<file path="src/modexp_pkg.sv">
// default operand sizes and the enums shared by the modexp engine
`default_nettype none

package modexp_pkg;

	parameter int DEFAULT_WORD_W = 16;	// bits per word
	parameter int DEFAULT_NUM_WORDS = 2;	// words per operand

	typedef enum logic [3:0] {
		LOAD_IDLE,	// waiting for a full key load
		LOAD_KEY,	// e, r, t, n words
		LOAD_MSG,	// m words
		WAIT_COMPUTE,
		TO_MONT,	// m_bar = MonPro(m, t)
		FIND_LEAD,	// scan e for its leading one
		SQUARE,
		MULTIPLY,
		FROM_MONT,	// c = MonPro(1, c_bar)
		COMPLETE,
		OUTPUT,
		MSG_IDLE	// key kept, waiting for a new message
	} exp_state_t;

	typedef enum logic [1:0] {
		OP_TO_MONT,	// m * t into m_bar, r into c_bar
		OP_SQUARE,	// c_bar * c_bar into c_bar
		OP_MUL,	// c_bar * m_bar into c_bar
		OP_FROM_MONT	// 1 * c_bar into c_bar
	} mp_op_t;

	typedef enum logic [2:0] {
		MP_MUL, MP_ACC_TOP, MP_QUOT, MP_RED, MP_RED_TOP, MP_CARRY, MP_SUB, MP_WRITE
	} mp_step_t;

endpackage

`default_nettype wire

</file>
<file path="src/word_mac.sv">
// registered word multiply-accumulate, {carry, sum} = x*y + z + cin
`default_nettype none

module word_mac #(
	parameter int word_w = modexp_pkg::DEFAULT_WORD_W
) (
	input  logic              clk,
	input  logic              reset,
	input  logic [word_w-1:0] x,
	input  logic [word_w-1:0] y,
	input  logic [word_w-1:0] z,
	input  logic [word_w-1:0] cin,
	output logic [word_w-1:0] sum,
	output logic [word_w-1:0] carry
);

	logic [2*word_w-1:0] prod;
	logic [2*word_w-1:0] acc;

	assign prod = {{word_w{1'b0}}, x} * {{word_w{1'b0}}, y};
	assign acc = prod + {{word_w{1'b0}}, z} + {{word_w{1'b0}}, cin};	// never overflows 2w bits

	always_ff @(posedge clk or posedge reset) begin
		if (reset) begin
			sum <= '0;
			carry <= '0;
		end else begin
			sum <= acc[word_w-1:0];
			carry <= acc[2*word_w-1:word_w];
		end
	end

endmodule

`default_nettype wire

</file>
<file path="src/mon_pro.sv">
// word-serial CIOS Montgomery product a*b/R mod n on one shared word mac
// ends with a trial subtraction of n and a word-by-word write-back
`default_nettype none

module mon_pro #(
	parameter int word_w = modexp_pkg::DEFAULT_WORD_W,
	parameter int num_words = modexp_pkg::DEFAULT_NUM_WORDS,
	localparam int idx_w = (num_words > 1) ? $clog2(num_words) : 1
) (
	input  logic              clk,
	input  logic              reset,
	input  logic              mp_start,
	input  logic [word_w-1:0] a_word,
	input  logic [word_w-1:0] b_word,
	input  logic [word_w-1:0] n_word,
	input  logic [word_w-1:0] n_prime0,
	output logic              mp_done,
	output logic [idx_w-1:0]  a_idx,
	output logic [idx_w-1:0]  b_idx,
	output logic [idx_w-1:0]  n_idx,
	output logic [idx_w-1:0]  wb_idx,
	output logic              wb_we,
	output logic [word_w-1:0] wb_word
);
	import modexp_pkg::*;

	localparam logic [idx_w-1:0] last_idx = idx_w'(num_words - 1);

	mp_step_t step;
	logic active;
	logic phase;	// 0 presents mac operands, 1 takes the result
	logic mac_step;
	logic [idx_w-1:0] out_i;
	logic [idx_w-1:0] in_j;
	logic [idx_w-1:0] next_j;
	logic j_last;
	logic [word_w-1:0] v [num_words+2];	// scratch t[0..s+1]
	logic [word_w-1:0] diff [num_words];
	logic [word_w-1:0] c_reg;
	logic [word_w-1:0] q_reg;	// reduction quotient for this outer word
	logic borrow;
	logic keep_diff;
	logic [word_w:0] acc_top;
	logic [word_w:0] sub_w;
	logic [word_w-1:0] mac_x, mac_y, mac_z, mac_cin;
	logic [word_w-1:0] mac_sum, mac_carry;

	word_mac #(.word_w(word_w)) u_mac (
		.clk(clk), .reset(reset),
		.x(mac_x), .y(mac_y), .z(mac_z), .cin(mac_cin),
		.sum(mac_sum), .carry(mac_carry)
	);

	assign j_last = (in_j == last_idx);
	assign next_j = j_last ? '0 : in_j + 1'b1;
	assign mac_step = (step == MP_MUL) || (step == MP_QUOT) || (step == MP_RED) ||
		(step == MP_RED_TOP);
	assign acc_top = {1'b0, v[num_words]} + {1'b0, c_reg};
	assign sub_w = {1'b0, v[in_j]} - {1'b0, n_word} - {{word_w{1'b0}}, borrow};
	assign keep_diff = !borrow || (v[num_words] != '0);	// value >= n

	assign a_idx = out_i;
	assign b_idx = in_j;
	assign n_idx = in_j;
	assign wb_idx = in_j;
	assign wb_we = active && (step == MP_WRITE);
	assign wb_word = keep_diff ? diff[in_j] : v[in_j];
	assign mp_done = wb_we && j_last;

	always_comb begin
		mac_x = '0;
		mac_y = '0;
		mac_z = '0;
		mac_cin = '0;
		case (step)
			MP_MUL: begin	// t[j] + a[i]*b[j] + C
				mac_x = a_word;
				mac_y = b_word;
				mac_z = v[in_j];
				mac_cin = c_reg;
			end
			MP_QUOT: begin	// q = t[0]*n0' mod 2^w
				mac_x = v[0];
				mac_y = n_prime0;
			end
			MP_RED: begin
				mac_x = q_reg;
				mac_y = n_word;
				mac_z = v[in_j];
				mac_cin = (in_j == '0) ? '0 : c_reg;
			end
			MP_RED_TOP: begin
				mac_z = v[num_words];
				mac_cin = c_reg;
			end
			default: ;
		endcase
	end

	always_ff @(posedge clk or posedge reset) begin
		if (reset) begin
			active <= 1'b0;
			step <= MP_MUL;
			phase <= 1'b0;
			out_i <= '0;
			in_j <= '0;
		end else if (!active) begin
			if (mp_start) begin
				active <= 1'b1;
				step <= MP_MUL;
				phase <= 1'b0;
				out_i <= '0;
				in_j <= '0;
			end
		end else begin
			phase <= mac_step ? ~phase : 1'b0;
			case (step)
				MP_MUL, MP_RED: begin
					if (phase) begin
						in_j <= next_j;
						if (j_last)
							step <= (step == MP_MUL) ? MP_ACC_TOP : MP_RED_TOP;
					end
				end
				MP_ACC_TOP: step <= MP_QUOT;
				MP_QUOT: begin
					if (phase)
						step <= MP_RED;
				end
				MP_RED_TOP: begin
					if (phase)
						step <= MP_CARRY;
				end
				MP_CARRY: begin	// next outer word or finish
					out_i <= (out_i == last_idx) ? '0 : out_i + 1'b1;
					step <= (out_i == last_idx) ? MP_SUB : MP_MUL;
				end
				MP_SUB: begin
					in_j <= next_j;
					if (j_last)
						step <= MP_WRITE;
				end
				MP_WRITE: begin
					in_j <= next_j;
					if (j_last)
						active <= 1'b0;
				end
			endcase
		end
	end

	always_ff @(posedge clk) begin
		if (mp_start && !active) begin
			for (int k = 0; k < num_words + 2; k++)
				v[k] <= '0;
			c_reg <= '0;
		end else if (active) begin
			case (step)
				MP_MUL: begin
					if (phase) begin
						v[in_j] <= mac_sum;
						c_reg <= mac_carry;
					end
				end
				MP_ACC_TOP: begin
					v[num_words] <= acc_top[word_w-1:0];
					v[num_words+1] <= word_w'(acc_top[word_w]);
				end
				MP_QUOT: begin
					if (phase)
						q_reg <= mac_sum;
				end
				MP_RED: begin
					if (phase) begin
						c_reg <= mac_carry;
						if (in_j != '0)
							v[in_j - 1'b1] <= mac_sum;	// shift down one word
					end
				end
				MP_RED_TOP: begin
					if (phase) begin
						v[num_words-1] <= mac_sum;
						c_reg <= mac_carry;
					end
				end
				MP_CARRY: begin
					v[num_words] <= v[num_words+1] + c_reg;
					c_reg <= '0;
					borrow <= 1'b0;
				end
				MP_SUB: begin
					diff[in_j] <= sub_w[word_w-1:0];
					borrow <= sub_w[word_w];
				end
				default: ;
			endcase
		end
	end

endmodule

`default_nettype wire

</file>
<file path="src/operand_store.sv">
// operand word memories e, r, t, n, m, m_bar and c_bar
// operand pair select for each MonPro opcode and the write-back routing
`default_nettype none

module operand_store #(
	parameter int word_w = modexp_pkg::DEFAULT_WORD_W,
	parameter int num_words = modexp_pkg::DEFAULT_NUM_WORDS,
	localparam int idx_w = (num_words > 1) ? $clog2(num_words) : 1,
	localparam int bit_w = (word_w * num_words > 1) ? $clog2(word_w * num_words) : 1
) (
	input  logic                 clk,
	input  logic                 reset,
	input  logic                 load_key,
	input  logic                 load_msg,
	input  logic [idx_w-1:0]     load_idx,
	input  logic [word_w-1:0]    e_word,
	input  logic [word_w-1:0]    r_word,
	input  logic [word_w-1:0]    t_word,
	input  logic [word_w-1:0]    n_word_in,
	input  logic [word_w-1:0]    n_prime0_in,
	input  logic [word_w-1:0]    m_word,
	input  modexp_pkg::mp_op_t   mp_op,
	input  logic [idx_w-1:0]     a_idx,
	input  logic [idx_w-1:0]     b_idx,
	input  logic [idx_w-1:0]     n_idx,
	input  logic [bit_w-1:0]     bit_idx,
	input  logic                 wb_we,
	input  logic [idx_w-1:0]     wb_idx,
	input  logic [word_w-1:0]    wb_word,
	input  logic [idx_w-1:0]     res_idx,
	output logic [word_w-1:0]    a_word,
	output logic [word_w-1:0]    b_word,
	output logic [word_w-1:0]    n_word,
	output logic [word_w-1:0]    n_prime0,
	output logic                 e_bit,
	output logic [word_w-1:0]    res_word_raw
);
	import modexp_pkg::*;

	logic [word_w-1:0] e_mem [num_words];
	logic [word_w-1:0] r_mem [num_words];
	logic [word_w-1:0] t_mem [num_words];
	logic [word_w-1:0] n_mem [num_words];
	logic [word_w-1:0] m_mem [num_words];
	logic [word_w-1:0] mbar_mem [num_words];
	logic [word_w-1:0] cbar_mem [num_words];
	logic [word_w*num_words-1:0] e_flat;

	// exponent cleared on reset so an early compute gives 1 mod n
	always_ff @(posedge clk or posedge reset) begin
		if (reset) begin
			for (int k = 0; k < num_words; k++)
				e_mem[k] <= '0;
			n_prime0 <= '0;
		end else if (load_key) begin
			e_mem[load_idx] <= e_word;
			if (load_idx == '0)
				n_prime0 <= n_prime0_in;	// only sampled with the first word
		end
	end

	always_ff @(posedge clk) begin
		if (load_key) begin
			r_mem[load_idx] <= r_word;
			t_mem[load_idx] <= t_word;
			n_mem[load_idx] <= n_word_in;
		end
		if (load_msg)
			m_mem[load_idx] <= m_word;
		if (wb_we) begin
			if (mp_op == OP_TO_MONT) begin
				mbar_mem[wb_idx] <= wb_word;
				cbar_mem[wb_idx] <= r_mem[wb_idx];	// c_bar starts as R mod n
			end else begin
				cbar_mem[wb_idx] <= wb_word;
			end
		end
	end

	always_comb begin
		for (int k = 0; k < num_words; k++)
			e_flat[k*word_w +: word_w] = e_mem[k];
	end

	always_comb begin
		case (mp_op)
			OP_TO_MONT: begin
				a_word = m_mem[a_idx];
				b_word = t_mem[b_idx];
			end
			OP_SQUARE: begin
				a_word = cbar_mem[a_idx];
				b_word = cbar_mem[b_idx];
			end
			OP_MUL: begin
				a_word = cbar_mem[a_idx];
				b_word = mbar_mem[b_idx];
			end
			default: begin	// the constant one, low word first
				a_word = (a_idx == '0) ? word_w'(1) : '0;
				b_word = cbar_mem[b_idx];
			end
		endcase
	end

	assign n_word = n_mem[n_idx];
	assign e_bit = e_flat[bit_idx];
	assign res_word_raw = cbar_mem[res_idx];

endmodule

`default_nettype wire

</file>
<file path="src/exp_sequencer.sv">
// host command FSM, load and readout counters, leading-one scan of e
// and left-to-right square-and-multiply issue of MonPro operations
`default_nettype none

module exp_sequencer #(
	parameter int word_w = modexp_pkg::DEFAULT_WORD_W,
	parameter int num_words = modexp_pkg::DEFAULT_NUM_WORDS,
	localparam int idx_w = (num_words > 1) ? $clog2(num_words) : 1,
	localparam int bit_w = (word_w * num_words > 1) ? $clog2(word_w * num_words) : 1
) (
	input  logic               clk,
	input  logic               reset,
	input  logic               start_input,
	input  logic               start_compute,
	input  logic               get_result,
	input  logic               e_bit,
	input  logic               mp_done,
	output logic               load_key,
	output logic               load_msg,
	output logic [idx_w-1:0]   load_idx,
	output logic [bit_w-1:0]   bit_idx,
	output logic               mp_start,
	output modexp_pkg::mp_op_t mp_op,
	output logic [idx_w-1:0]   res_idx,
	output logic               result_ready,
	output logic               res_valid
);
	import modexp_pkg::*;

	localparam logic [idx_w-1:0] last_idx = idx_w'(num_words - 1);
	localparam logic [bit_w-1:0] top_bit = bit_w'(word_w * num_words - 1);

	exp_state_t state;
	logic [idx_w-1:0] word_cnt;	// shared by loads and readout
	logic [idx_w-1:0] cnt_next;
	logic cnt_last;

	assign cnt_last = (word_cnt == last_idx);
	assign cnt_next = cnt_last ? '0 : word_cnt + 1'b1;
	assign load_key = (state == LOAD_KEY);
	assign load_msg = (state == LOAD_MSG);
	assign load_idx = word_cnt;
	assign res_idx = word_cnt;
	assign result_ready = (state == COMPLETE);
	assign res_valid = (state == OUTPUT);

	always_ff @(posedge clk or posedge reset) begin
		if (reset) begin
			state <= LOAD_IDLE;
			word_cnt <= '0;
			bit_idx <= '0;
			mp_start <= 1'b0;
			mp_op <= OP_TO_MONT;
		end else begin
			mp_start <= 1'b0;
			case (state)
				LOAD_IDLE: begin
					if (start_input)
						state <= LOAD_KEY;
				end
				LOAD_KEY: begin
					word_cnt <= cnt_next;
					if (cnt_last)
						state <= LOAD_MSG;
				end
				LOAD_MSG: begin
					word_cnt <= cnt_next;
					if (cnt_last)
						state <= WAIT_COMPUTE;
				end
				WAIT_COMPUTE: begin
					if (start_compute) begin
						state <= TO_MONT;
						mp_op <= OP_TO_MONT;
						mp_start <= 1'b1;
					end
				end
				TO_MONT: begin
					if (mp_done) begin
						state <= FIND_LEAD;
						bit_idx <= top_bit;
					end
				end
				FIND_LEAD: begin	// one bit per cycle from the top
					if (e_bit) begin
						state <= MULTIPLY;	// c_bar = R times m_bar
						mp_op <= OP_MUL;
						mp_start <= 1'b1;
					end else if (bit_idx == '0) begin
						state <= FROM_MONT;	// e is zero
						mp_op <= OP_FROM_MONT;
						mp_start <= 1'b1;
					end else begin
						bit_idx <= bit_idx - 1'b1;
					end
				end
				SQUARE: begin
					if (mp_done) begin
						mp_start <= 1'b1;
						if (e_bit) begin
							state <= MULTIPLY;
							mp_op <= OP_MUL;
						end else if (bit_idx == '0) begin
							state <= FROM_MONT;
							mp_op <= OP_FROM_MONT;
						end else begin
							bit_idx <= bit_idx - 1'b1;	// square again
							mp_op <= OP_SQUARE;
						end
					end
				end
				MULTIPLY: begin
					if (mp_done) begin
						mp_start <= 1'b1;
						if (bit_idx == '0) begin
							state <= FROM_MONT;
							mp_op <= OP_FROM_MONT;
						end else begin
							state <= SQUARE;
							bit_idx <= bit_idx - 1'b1;
							mp_op <= OP_SQUARE;
						end
					end
				end
				FROM_MONT: begin
					if (mp_done)
						state <= COMPLETE;
				end
				COMPLETE: begin
					if (get_result)
						state <= OUTPUT;
				end
				OUTPUT: begin
					word_cnt <= cnt_next;
					if (cnt_last)
						state <= MSG_IDLE;
				end
				MSG_IDLE: begin	// key kept, only m is reloaded
					if (start_input)
						state <= LOAD_MSG;
				end
				default: state <= LOAD_IDLE;
			endcase
		end
	end

endmodule

`default_nettype wire

</file>
<file path="src/modexp_top.sv">
// modexp engine top, operand store, sequencer and Montgomery product unit
`default_nettype none

module modexp_top #(
	parameter int word_w = modexp_pkg::DEFAULT_WORD_W,
	parameter int num_words = modexp_pkg::DEFAULT_NUM_WORDS,
	localparam int idx_w = (num_words > 1) ? $clog2(num_words) : 1,
	localparam int bit_w = (word_w * num_words > 1) ? $clog2(word_w * num_words) : 1
) (
	input  logic              clk,
	input  logic              reset,
	input  logic              start_input,
	input  logic              start_compute,
	input  logic              get_result,
	input  logic [word_w-1:0] e_word,
	input  logic [word_w-1:0] r_word,
	input  logic [word_w-1:0] t_word,
	input  logic [word_w-1:0] n_word,
	input  logic [word_w-1:0] n_prime0,
	input  logic [word_w-1:0] m_word,
	output logic              result_ready,
	output logic              res_valid,
	output logic [word_w-1:0] res_word
);
	import modexp_pkg::*;

	logic load_key, load_msg, e_bit, mp_start, mp_done, wb_we, out_valid;
	logic [idx_w-1:0] load_idx, a_idx, b_idx, n_idx, wb_idx, res_idx;
	logic [bit_w-1:0] bit_idx;
	logic [word_w-1:0] a_word, b_word, mp_n_word, np0_word, wb_word, res_word_raw;
	mp_op_t mp_op;

	operand_store #(.word_w(word_w), .num_words(num_words)) u_store (
		.clk(clk), .reset(reset), .load_key(load_key), .load_msg(load_msg),
		.load_idx(load_idx), .e_word(e_word), .r_word(r_word), .t_word(t_word),
		.n_word_in(n_word), .n_prime0_in(n_prime0), .m_word(m_word), .mp_op(mp_op),
		.a_idx(a_idx), .b_idx(b_idx), .n_idx(n_idx), .bit_idx(bit_idx),
		.wb_we(wb_we), .wb_idx(wb_idx), .wb_word(wb_word), .res_idx(res_idx),
		.a_word(a_word), .b_word(b_word), .n_word(mp_n_word), .n_prime0(np0_word),
		.e_bit(e_bit), .res_word_raw(res_word_raw)
	);

	exp_sequencer #(.word_w(word_w), .num_words(num_words)) u_seq (
		.clk(clk), .reset(reset), .start_input(start_input),
		.start_compute(start_compute), .get_result(get_result), .e_bit(e_bit),
		.mp_done(mp_done), .load_key(load_key), .load_msg(load_msg),
		.load_idx(load_idx), .bit_idx(bit_idx), .mp_start(mp_start), .mp_op(mp_op),
		.res_idx(res_idx), .result_ready(result_ready), .res_valid(out_valid)
	);

	mon_pro #(.word_w(word_w), .num_words(num_words)) u_mon_pro (
		.clk(clk), .reset(reset), .mp_start(mp_start), .a_word(a_word),
		.b_word(b_word), .n_word(mp_n_word), .n_prime0(np0_word), .mp_done(mp_done),
		.a_idx(a_idx), .b_idx(b_idx), .n_idx(n_idx), .wb_idx(wb_idx),
		.wb_we(wb_we), .wb_word(wb_word)
	);

	always_ff @(posedge clk or posedge reset) begin
		if (reset) begin
			res_valid <= 1'b0;
			res_word <= '0;
		end else begin
			res_valid <= out_valid;
			res_word <= out_valid ? res_word_raw : '0;	// bus idles at zero
		end
	end

endmodule

`default_nettype wire

</file>
<file path="config.mk">
export PLATFORM = sky130hd
export DESIGN_NAME = modexp_top
export DESIGN_NICKNAME = d
export VERILOG_FILES = /design/src/modexp_pkg.sv /design/src/word_mac.sv /design/src/mon_pro.sv /design/src/operand_store.sv /design/src/exp_sequencer.sv /design/src/modexp_top.sv
export SDC_FILE = /design/constraint.sdc
export NUM_CORES = 2
export LEC_CHECK = 0
export ABC_AREA = 1
export BUFFER_PORTS_ARGS = -buffer_cell sky130_fd_sc_hd__buf_4
export CORE_UTILIZATION = 60
export DETAILED_ROUTE_END_ITERATION = 8
export GPL_ROUTABILITY_DRIVEN = 0
export HOLD_SLACK_MARGIN = 0.12
export PLACE_DENSITY = 0.87
export REMOVE_ABC_BUFFERS = 1
export SYNTH_ARGS = -nofsm -noshare
export SYNTH_HDL_FRONTEND = slang
export SYNTH_SLANG_ARGS = --single-unit
</file>
<file path="constraint.sdc">
create_clock -name clk -period 17.8 [get_ports clk]
set_clock_uncertainty 0.15 [all_clocks]
set_input_delay 1.78 -clock clk [delete_from_list [all_inputs] [get_ports clk]]
set_output_delay 1.78 -clock clk [all_outputs]
set_load 0.01 [all_outputs]
</file>
# Word level (Yosys, flattened, before mapping)
# Memory sizes are Yosys's and may differ from the RTL's.
# Index checks and enable logic that the tools add are counted.
dict set report totals {
  ram_bits 288
  ff_bits 150
  wordCells 259
  inputBits 101
  output_inout_bits 18
  mem_count 8
}
dict set report op_classes {
  bitwise_logic 9
  n_mux 127
  magnitude_cmp 3
  mul 1
  addsub 11
  eq_ne 41
  n_reduce_logical 39
}
# memory depth width rd rd_ports_with_merged_regs wr line_no
set mem_list {}
lappend mem_list {u_mon_pro.v 4 16 4 0 4 mon_pro.sv:37} ;# logic [word_w-1:0] v [num_words+2];
lappend mem_list {u_mon_pro.diff 2 16 1 0 1 mon_pro.sv:38} ;# logic [word_w-1:0] diff [num_words];
lappend mem_list {u_store.cbar_mem 2 16 3 0 1 operand_store.sv:46} ;# logic [word_w-1:0] cbar_mem [num_words];
lappend mem_list {u_store.m_mem 2 16 1 0 1 operand_store.sv:44} ;# logic [word_w-1:0] m_mem [num_words];
lappend mem_list {u_store.mbar_mem 2 16 1 0 1 operand_store.sv:45} ;# logic [word_w-1:0] mbar_mem [num_words];
lappend mem_list {u_store.n_mem 2 16 1 0 1 operand_store.sv:43} ;# logic [word_w-1:0] n_mem [num_words];
lappend mem_list {{+2 memories} - - - - - -}
# op count
set ops {}
lappend ops {{two-way mux 16 bit} 12}
lappend ops {{one-hot mux 16 bit (2 select lines)} 5}
lappend ops {{one-hot mux 16 bit (3 select lines)} 2}
lappend ops {{adder 32 x 16 -> 32 bit} 2}
lappend ops {{two-way mux 1 bit} 61}
lappend ops {{two-way mux 4 bit} 14}
lappend ops {{one-hot mux 4 bit (12 select lines)} 1}
lappend ops {{bitwise mux 32 bit} 1}
lappend ops {{multiplier 16 x 16 -> 32 bit} 1}
lappend ops {{OR reduction 16 bit} 2}
lappend ops {{two-way mux 3 bit} 9}
lappend ops {{two-way mux 5 bit} 5}
lappend ops {{one-hot mux 5 bit (4 select lines)} 1}
lappend ops {{two-way mux 2 bit} 9}
lappend ops {{!= test 2 bit (second input constant)} 9}
lappend ops {{!= test 3 bit (second input constant)} 6}
lappend ops {{one-hot mux 3 bit (6 select lines)} 1}
lappend ops {{adder 16 x 16 -> 17 bit} 1}
lappend ops {{subtractor 16 x 16 -> 17 bit} 1}
lappend ops {{subtractor 17 x 1 -> 17 bit} 1}
lappend ops {{adder 16 bit} 1}
lappend ops {{demux 16 bit (select 1 bit)} 1}
lappend ops {{equality test 4 x 3 -> 1 bit (second input constant)} 4}
lappend ops {{equality test 4 bit (second input constant)} 4}
lappend ops {{41 further kinds} 77}

# Logic depth before layout (Yosys ltp)
dict set report logic_depth {
  depth_word 8
  ltp_mapped 34
  mapped_depth_nobuf 33
}

# Modules after synthesis
# A second synthesis with hierarchy kept.
dict set report unflattened {
  hier_cells 3892
  hier_area_um2 32492.4
}
# module seq_area_each_um2 cells_each area_each_um2 instances
set modules_own_cells {}
lappend modules_own_cells {word_mac 800.8 1544 11318.4 1}
lappend modules_own_cells {operand_store 6966.7 860 9928.3 1}
lappend modules_own_cells {mon_pro 3888.7 1292 9693.0 1}
lappend modules_own_cells {exp_sequencer 325.3 144 959.7 1}
lappend modules_own_cells {modexp_top 425.4 52 593.1 1}

# Worst setup path before layout
# Ideal clock, no wire load.
dict set report synth_timing {
  path_kind {flip-flop to flip-flop}
  startpoint {register u_seq.mp_op[0]}
  endpoint {register u_mon_pro.u_mac.carry[15]}
  path_stages_with_launch 31
  path_buffers 3
  setup_ns 0.117
  t_arrival_ns 6.126
  t_required_ns 17.533
  slack_ns 11.407
  path_cell_list {dfrtp_1 -> inv_1 -> ha_1 -> clkbuf_2 -> nor2_2 -> inv_1 -> buf_2 -> o21ai_0 -> o221ai_4 -> buf_6 -> nand2_1 -> inv_1 -> fa_1 -> inv_1 -> fa_1 -> fa_1 -> inv_1 -> fa_1 -> fa_1 -> inv_1 -> fa_1 -> inv_1 -> ha_1 -> nand2_1 -> nor2_1 -> nor3b_1 -> nand3_1 -> nand3_1 -> nand2_1 -> nand4_1 -> nand2_1}
}
dict set report synth_between {
  elab_chain_cells 7
  word_cells_on_any_way 11
  classes_between {add/sub: 2; mul: 1; eq/ne: 2; mux: 4; reduce/logical: 2}
}
# element line_no
set synth_rtl {}
lappend synth_rtl {{from (decl)} exp_sequencer.sv:23} ;# output modexp_pkg::mp_op_t mp_op,
lappend synth_rtl {{from (signal assigned)} exp_sequencer.sv:53} ;# mp_op <= OP_TO_MONT;
lappend synth_rtl {{from (signal assigned)} exp_sequencer.sv:74} ;# mp_op <= OP_TO_MONT;
lappend synth_rtl {{from (signal assigned)} exp_sequencer.sv:87} ;# mp_op <= OP_MUL;
lappend synth_rtl {{equality test 2 x 1 -> 1 bit or equality test 2 bit (tied branches)} operand_store.sv:86} ;# case (mp_op)
lappend synth_rtl {{OR reduction 2 bit (no source line)} -}
lappend synth_rtl {{one-hot mux 16 bit (2 select lines)} operand_store.sv:86}
lappend synth_rtl {{one-hot mux 16 bit (3 select lines)} mon_pro.sv:75} ;# case (step)
lappend synth_rtl {{multiplier 16 x 16 -> 32 bit *} word_mac.sv:20} ;# assign prod = {{word_w{1'b0}}, x} * {{word_w{1'b0}}, y};
lappend synth_rtl {{adder 32 x 16 -> 32 bit * (2 in a row)} word_mac.sv:21} ;# assign acc = prod + {{word_w{1'b0}}, z} + {{word_w{1'b0}}, cin};
lappend synth_rtl {{via u_mon_pro.u_mac.acc[31]} word_mac.sv:18} ;# logic [2*word_w-1:0] acc;
lappend synth_rtl {{to (signal assigned)} word_mac.sv:29} ;# carry <= acc[2*word_w-1:word_w];
lappend synth_rtl {{to (decl)} word_mac.sv:14} ;# output logic [word_w-1:0] carry
# Mark *: on every way through the listed nets, which the timed path passes. The rest lies on a longest branch.
# A chain may end at the register's enable or synchronous reset.

# Worst setup path after layout
dict set report layout_timing {
  startpoint {register u_seq.mp_op[0]}
  endpoint {register u_mon_pro.u_mac.carry[12]}
}
# Same word-level chain as after synthesis.

==> impl_metrics.env <==
export IMPL_critPathKind="flop to flop"
export IMPL_period_minus_slack_ps=8710
export IMPL_cts_resized=0
export IMPL_area_growth_pct=9.23
export IMPL_synth_edff_count=305
export IMPL_wl_met2_um=37700
export IMPL_fin_crit_sh=0.489
export IMPL_holdBufCountCts=0
export IMPL_largest_reg_flops=64
export IMPL_start_util=0.610
export IMPL_timing_rr_start="u_seq.mp_op[0]"
export IMPL_placementRows=82
export IMPL_rsz0062_at_grt="false"
export IMPL_async_flop_share=0.267
export IMPL_min_from="u_store.e_flat[3]"
export IMPL_place_hpwl_um=62300
export IMPL_numPortBuffers=118
export IMPL_max_flop_register="u_mon_pro.v"
export IMPL_worstSetupStartpoint="u_seq.mp_op[0]"
export IMPL_fillers=3661
export IMPL_synth_flop_cell="edfxtp_1"
export IMPL_die_width_um=228
export IMPL_hold_class="flop to flop"
export IMPL_root_buffer="clkbuf_16"
export IMPL_wl_met1_um=31400
export IMPL_mappedNetlistArea_mm2=0.0307
export IMPL_drt_first_pass_iters=6
export IMPL_clk_path_buf_depth=3
export IMPL_hold_violations=0
export IMPL_synth_distinct_cells=54
export IMPL_top_layer="met5"
export IMPL_viasPerCell=5.94
export IMPL_ant_nets=0
export IMPL_critPathLaunchType="flop"
export IMPL_die_h_um=228
export IMPL_clk_pin_slew_ps=60
export IMPL_slowest_stage="nor2_2"
export IMPL_fp_coreArea_mm2=0.0504
export IMPL_grt_start_max_net_pins=83
export IMPL_yosys_warnings=0
export IMPL_synth_largest_area_cell="edfxtp_1"
export IMPL_max_stage_delay_ps=660
export IMPL_yosys_top_cells_area="edfxtp_1 (30%), fa_1 (15%), nand2_1 (10%), dfrtp_1 (9.5%), inv_1 (7.4%)"
export IMPL_wl_per_cell_um=20.4
export IMPL_ys_seq_area_frac=0.404
export IMPL_drv_cap=0
export IMPL_synth_seq_cells=438
export IMPL_synth_cells=3383
export IMPL_ios=119
export IMPL_hold_depth=2
export IMPL_cts_tree="done"
export IMPL_tightest_slew_ps=1260
export IMPL_grt_pass1_vias=24700
export IMPL_required_ps=18150
export IMPL_wl_met3_um=11900
export IMPL_nNetsFinal=3969
export IMPL_crit_path_end_kind="flop"
export IMPL_layout_drive_gt1_share=0.0756
export IMPL_cp_top_family="adder cells"
export IMPL_worstSetupPathDepth=25
export IMPL_clock_sinks=438
export IMPL_drc=0
export IMPL_cts_made_buffers=44
export IMPL_tns_ps=0
export IMPL_max_freq_ghz=0.115
export IMPL_clk_insertion_delay_late_ps=620
export IMPL_cts_setup_buffers=0
export IMPL_path_buf_inv=6
export IMPL_drtIter0Drc=3501
export IMPL_setup_viol=0
export IMPL_die_area_mm2=0.0521
export IMPL_slew_violations=0
export IMPL_cp_data_arrival_time_ps=9060
export IMPL_num_vias=24900
export IMPL_routed_wl_um=85200
export IMPL_antenna_found_initial=6
export IMPL_avgSynthCellArea_um2=9.08
export IMPL_ff2ff_path_depth=25
export IMPL_cts_htree_levels=2
export IMPL_maxSlewHeadroom=0.152
export IMPL_synth_top_cell_area_share=0.298
export IMPL_gr_total_overflow=0
export IMPL_gr_usage_all_layers=0.330
export IMPL_grt_pass1_wl_um=134000
export IMPL_path_max_fanout=17
export IMPL_outcome="completed"
cell usage in the layout (no fill, tap or decap), types with 17 or more instances in the layout:
| master | n |
|---|---|
| clkbuf_1 | 19 |
| a211oi_1 | 21 |
| o22ai_1 | 18 |
| nand2_1 | 823 |
| nand3_1 | 87 |
| fa_1 | 230 |
| nor2_1 | 233 |
| dfrtp_1 | 116 |
| xor2_1 | 27 |
| clkbuf_16 | 44 |
| nor3_1 | 18 |
| o21ai_0 | 231 |
| edfxtp_1 | 305 |
| a21oi_1 | 155 |
| nand4_1 | 28 |
| xnor2_1 | 19 |
| a22oi_1 | 17 |
| ha_1 | 168 |
| mux2i_1 | 31 |
| buf_4 | 140 |
| inv_1 | 606 |
synth_stat cells (all sizes together), types with 11 or more instances:
cell / n
a211oi: 21
a21o: 11
a21oi: 155
a22oi: 17
buf: 78
clkbuf: 35
dfrtp: 117
dfxtp: 16
edfxtp: 305
fa: 230
ha: 168
inv: 617
mux2: 16
mux2i: 31
nand2: 825
nand3: 87
nand4: 28
nor2: 240
nor3: 21
o21ai: 242
o221ai: 15
o22ai: 18
xnor2: 19
xor2: 27
worst register-to-register path: cells and delay by family, from the launching register on:
family	cells	cell delay, ps
flops	1	380
simple gates	7	1560
compound gates	4	1770
fa+ha+maj	8	3940
buf+inv	6	800
kinds of logic after synthesis:
logic type               after synthesis  synth area share
AO/OA/AOI/OAI                        501            0.0948
XOR/XNOR                              46            0.0131
adder cells (fa/ha/maj)              398             0.218
buffers and inverters                734            0.0954
flip-flops                           438             0.404
multiplexers                          47            0.0160
other                                  1          0.000122
AND/OR/NAND/NOR                     1218             0.159
cell type report:
type,count,area [um^2],share of cell area
sequential,438,12400,0.370
tap,672,841,0.0250
timing repair buffer,140,1050,0.0313
inverter,621,2340,0.0696
antenna,4,10.0,0.000298
clock inverter,13,201,0.00600
clock buffer,69,1250,0.0374
multi-input combinational,2225,15500,0.461
routing by layer:
metal / global-route usage / vias to the layer above
met2: 0.510 / 1782
met1: 0.437 / 11800
met5: 0 / -
met4: 0.144 / 4
met3: 0.0947 / 320
li1: - / 11000
path summary, 6_finish.rpt:
| check | slack [ps] | end |
|---|---|---|
| max in group asynchronous | 14910 | res_word[15] |
| min in group asynchronous | 1150 | u_mon_pro.u_mac.sum[14] |
| setup reg to reg | 9090 | u_mon_pro.u_mac.carry[12] |
| hold / removal | 330 | u_store.e_flat[3] |
| setup / recovery | 9090 | u_mon_pro.u_mac.carry[12] |
| hold reg to reg | 330 | u_store.e_flat[3] |
stage by stage:
step                area [um^2]  std cells  hold WS [ps]  setup WS (ps)  utilization
finish                    33600       4182           331           9090        0.666
global route              33600       4181           328           8750        0.666
CTS                       33600       4178           327           9420        0.666
detailed placement        32100       4096           300           9600        0.637
global placement          32100       4096           304           9690        0.637
floorplan                 30200       3284           275           8490            -
Power is not shown: default switching activity piles up to over one toggle a cycle in this logic, so the estimate is an artifact.
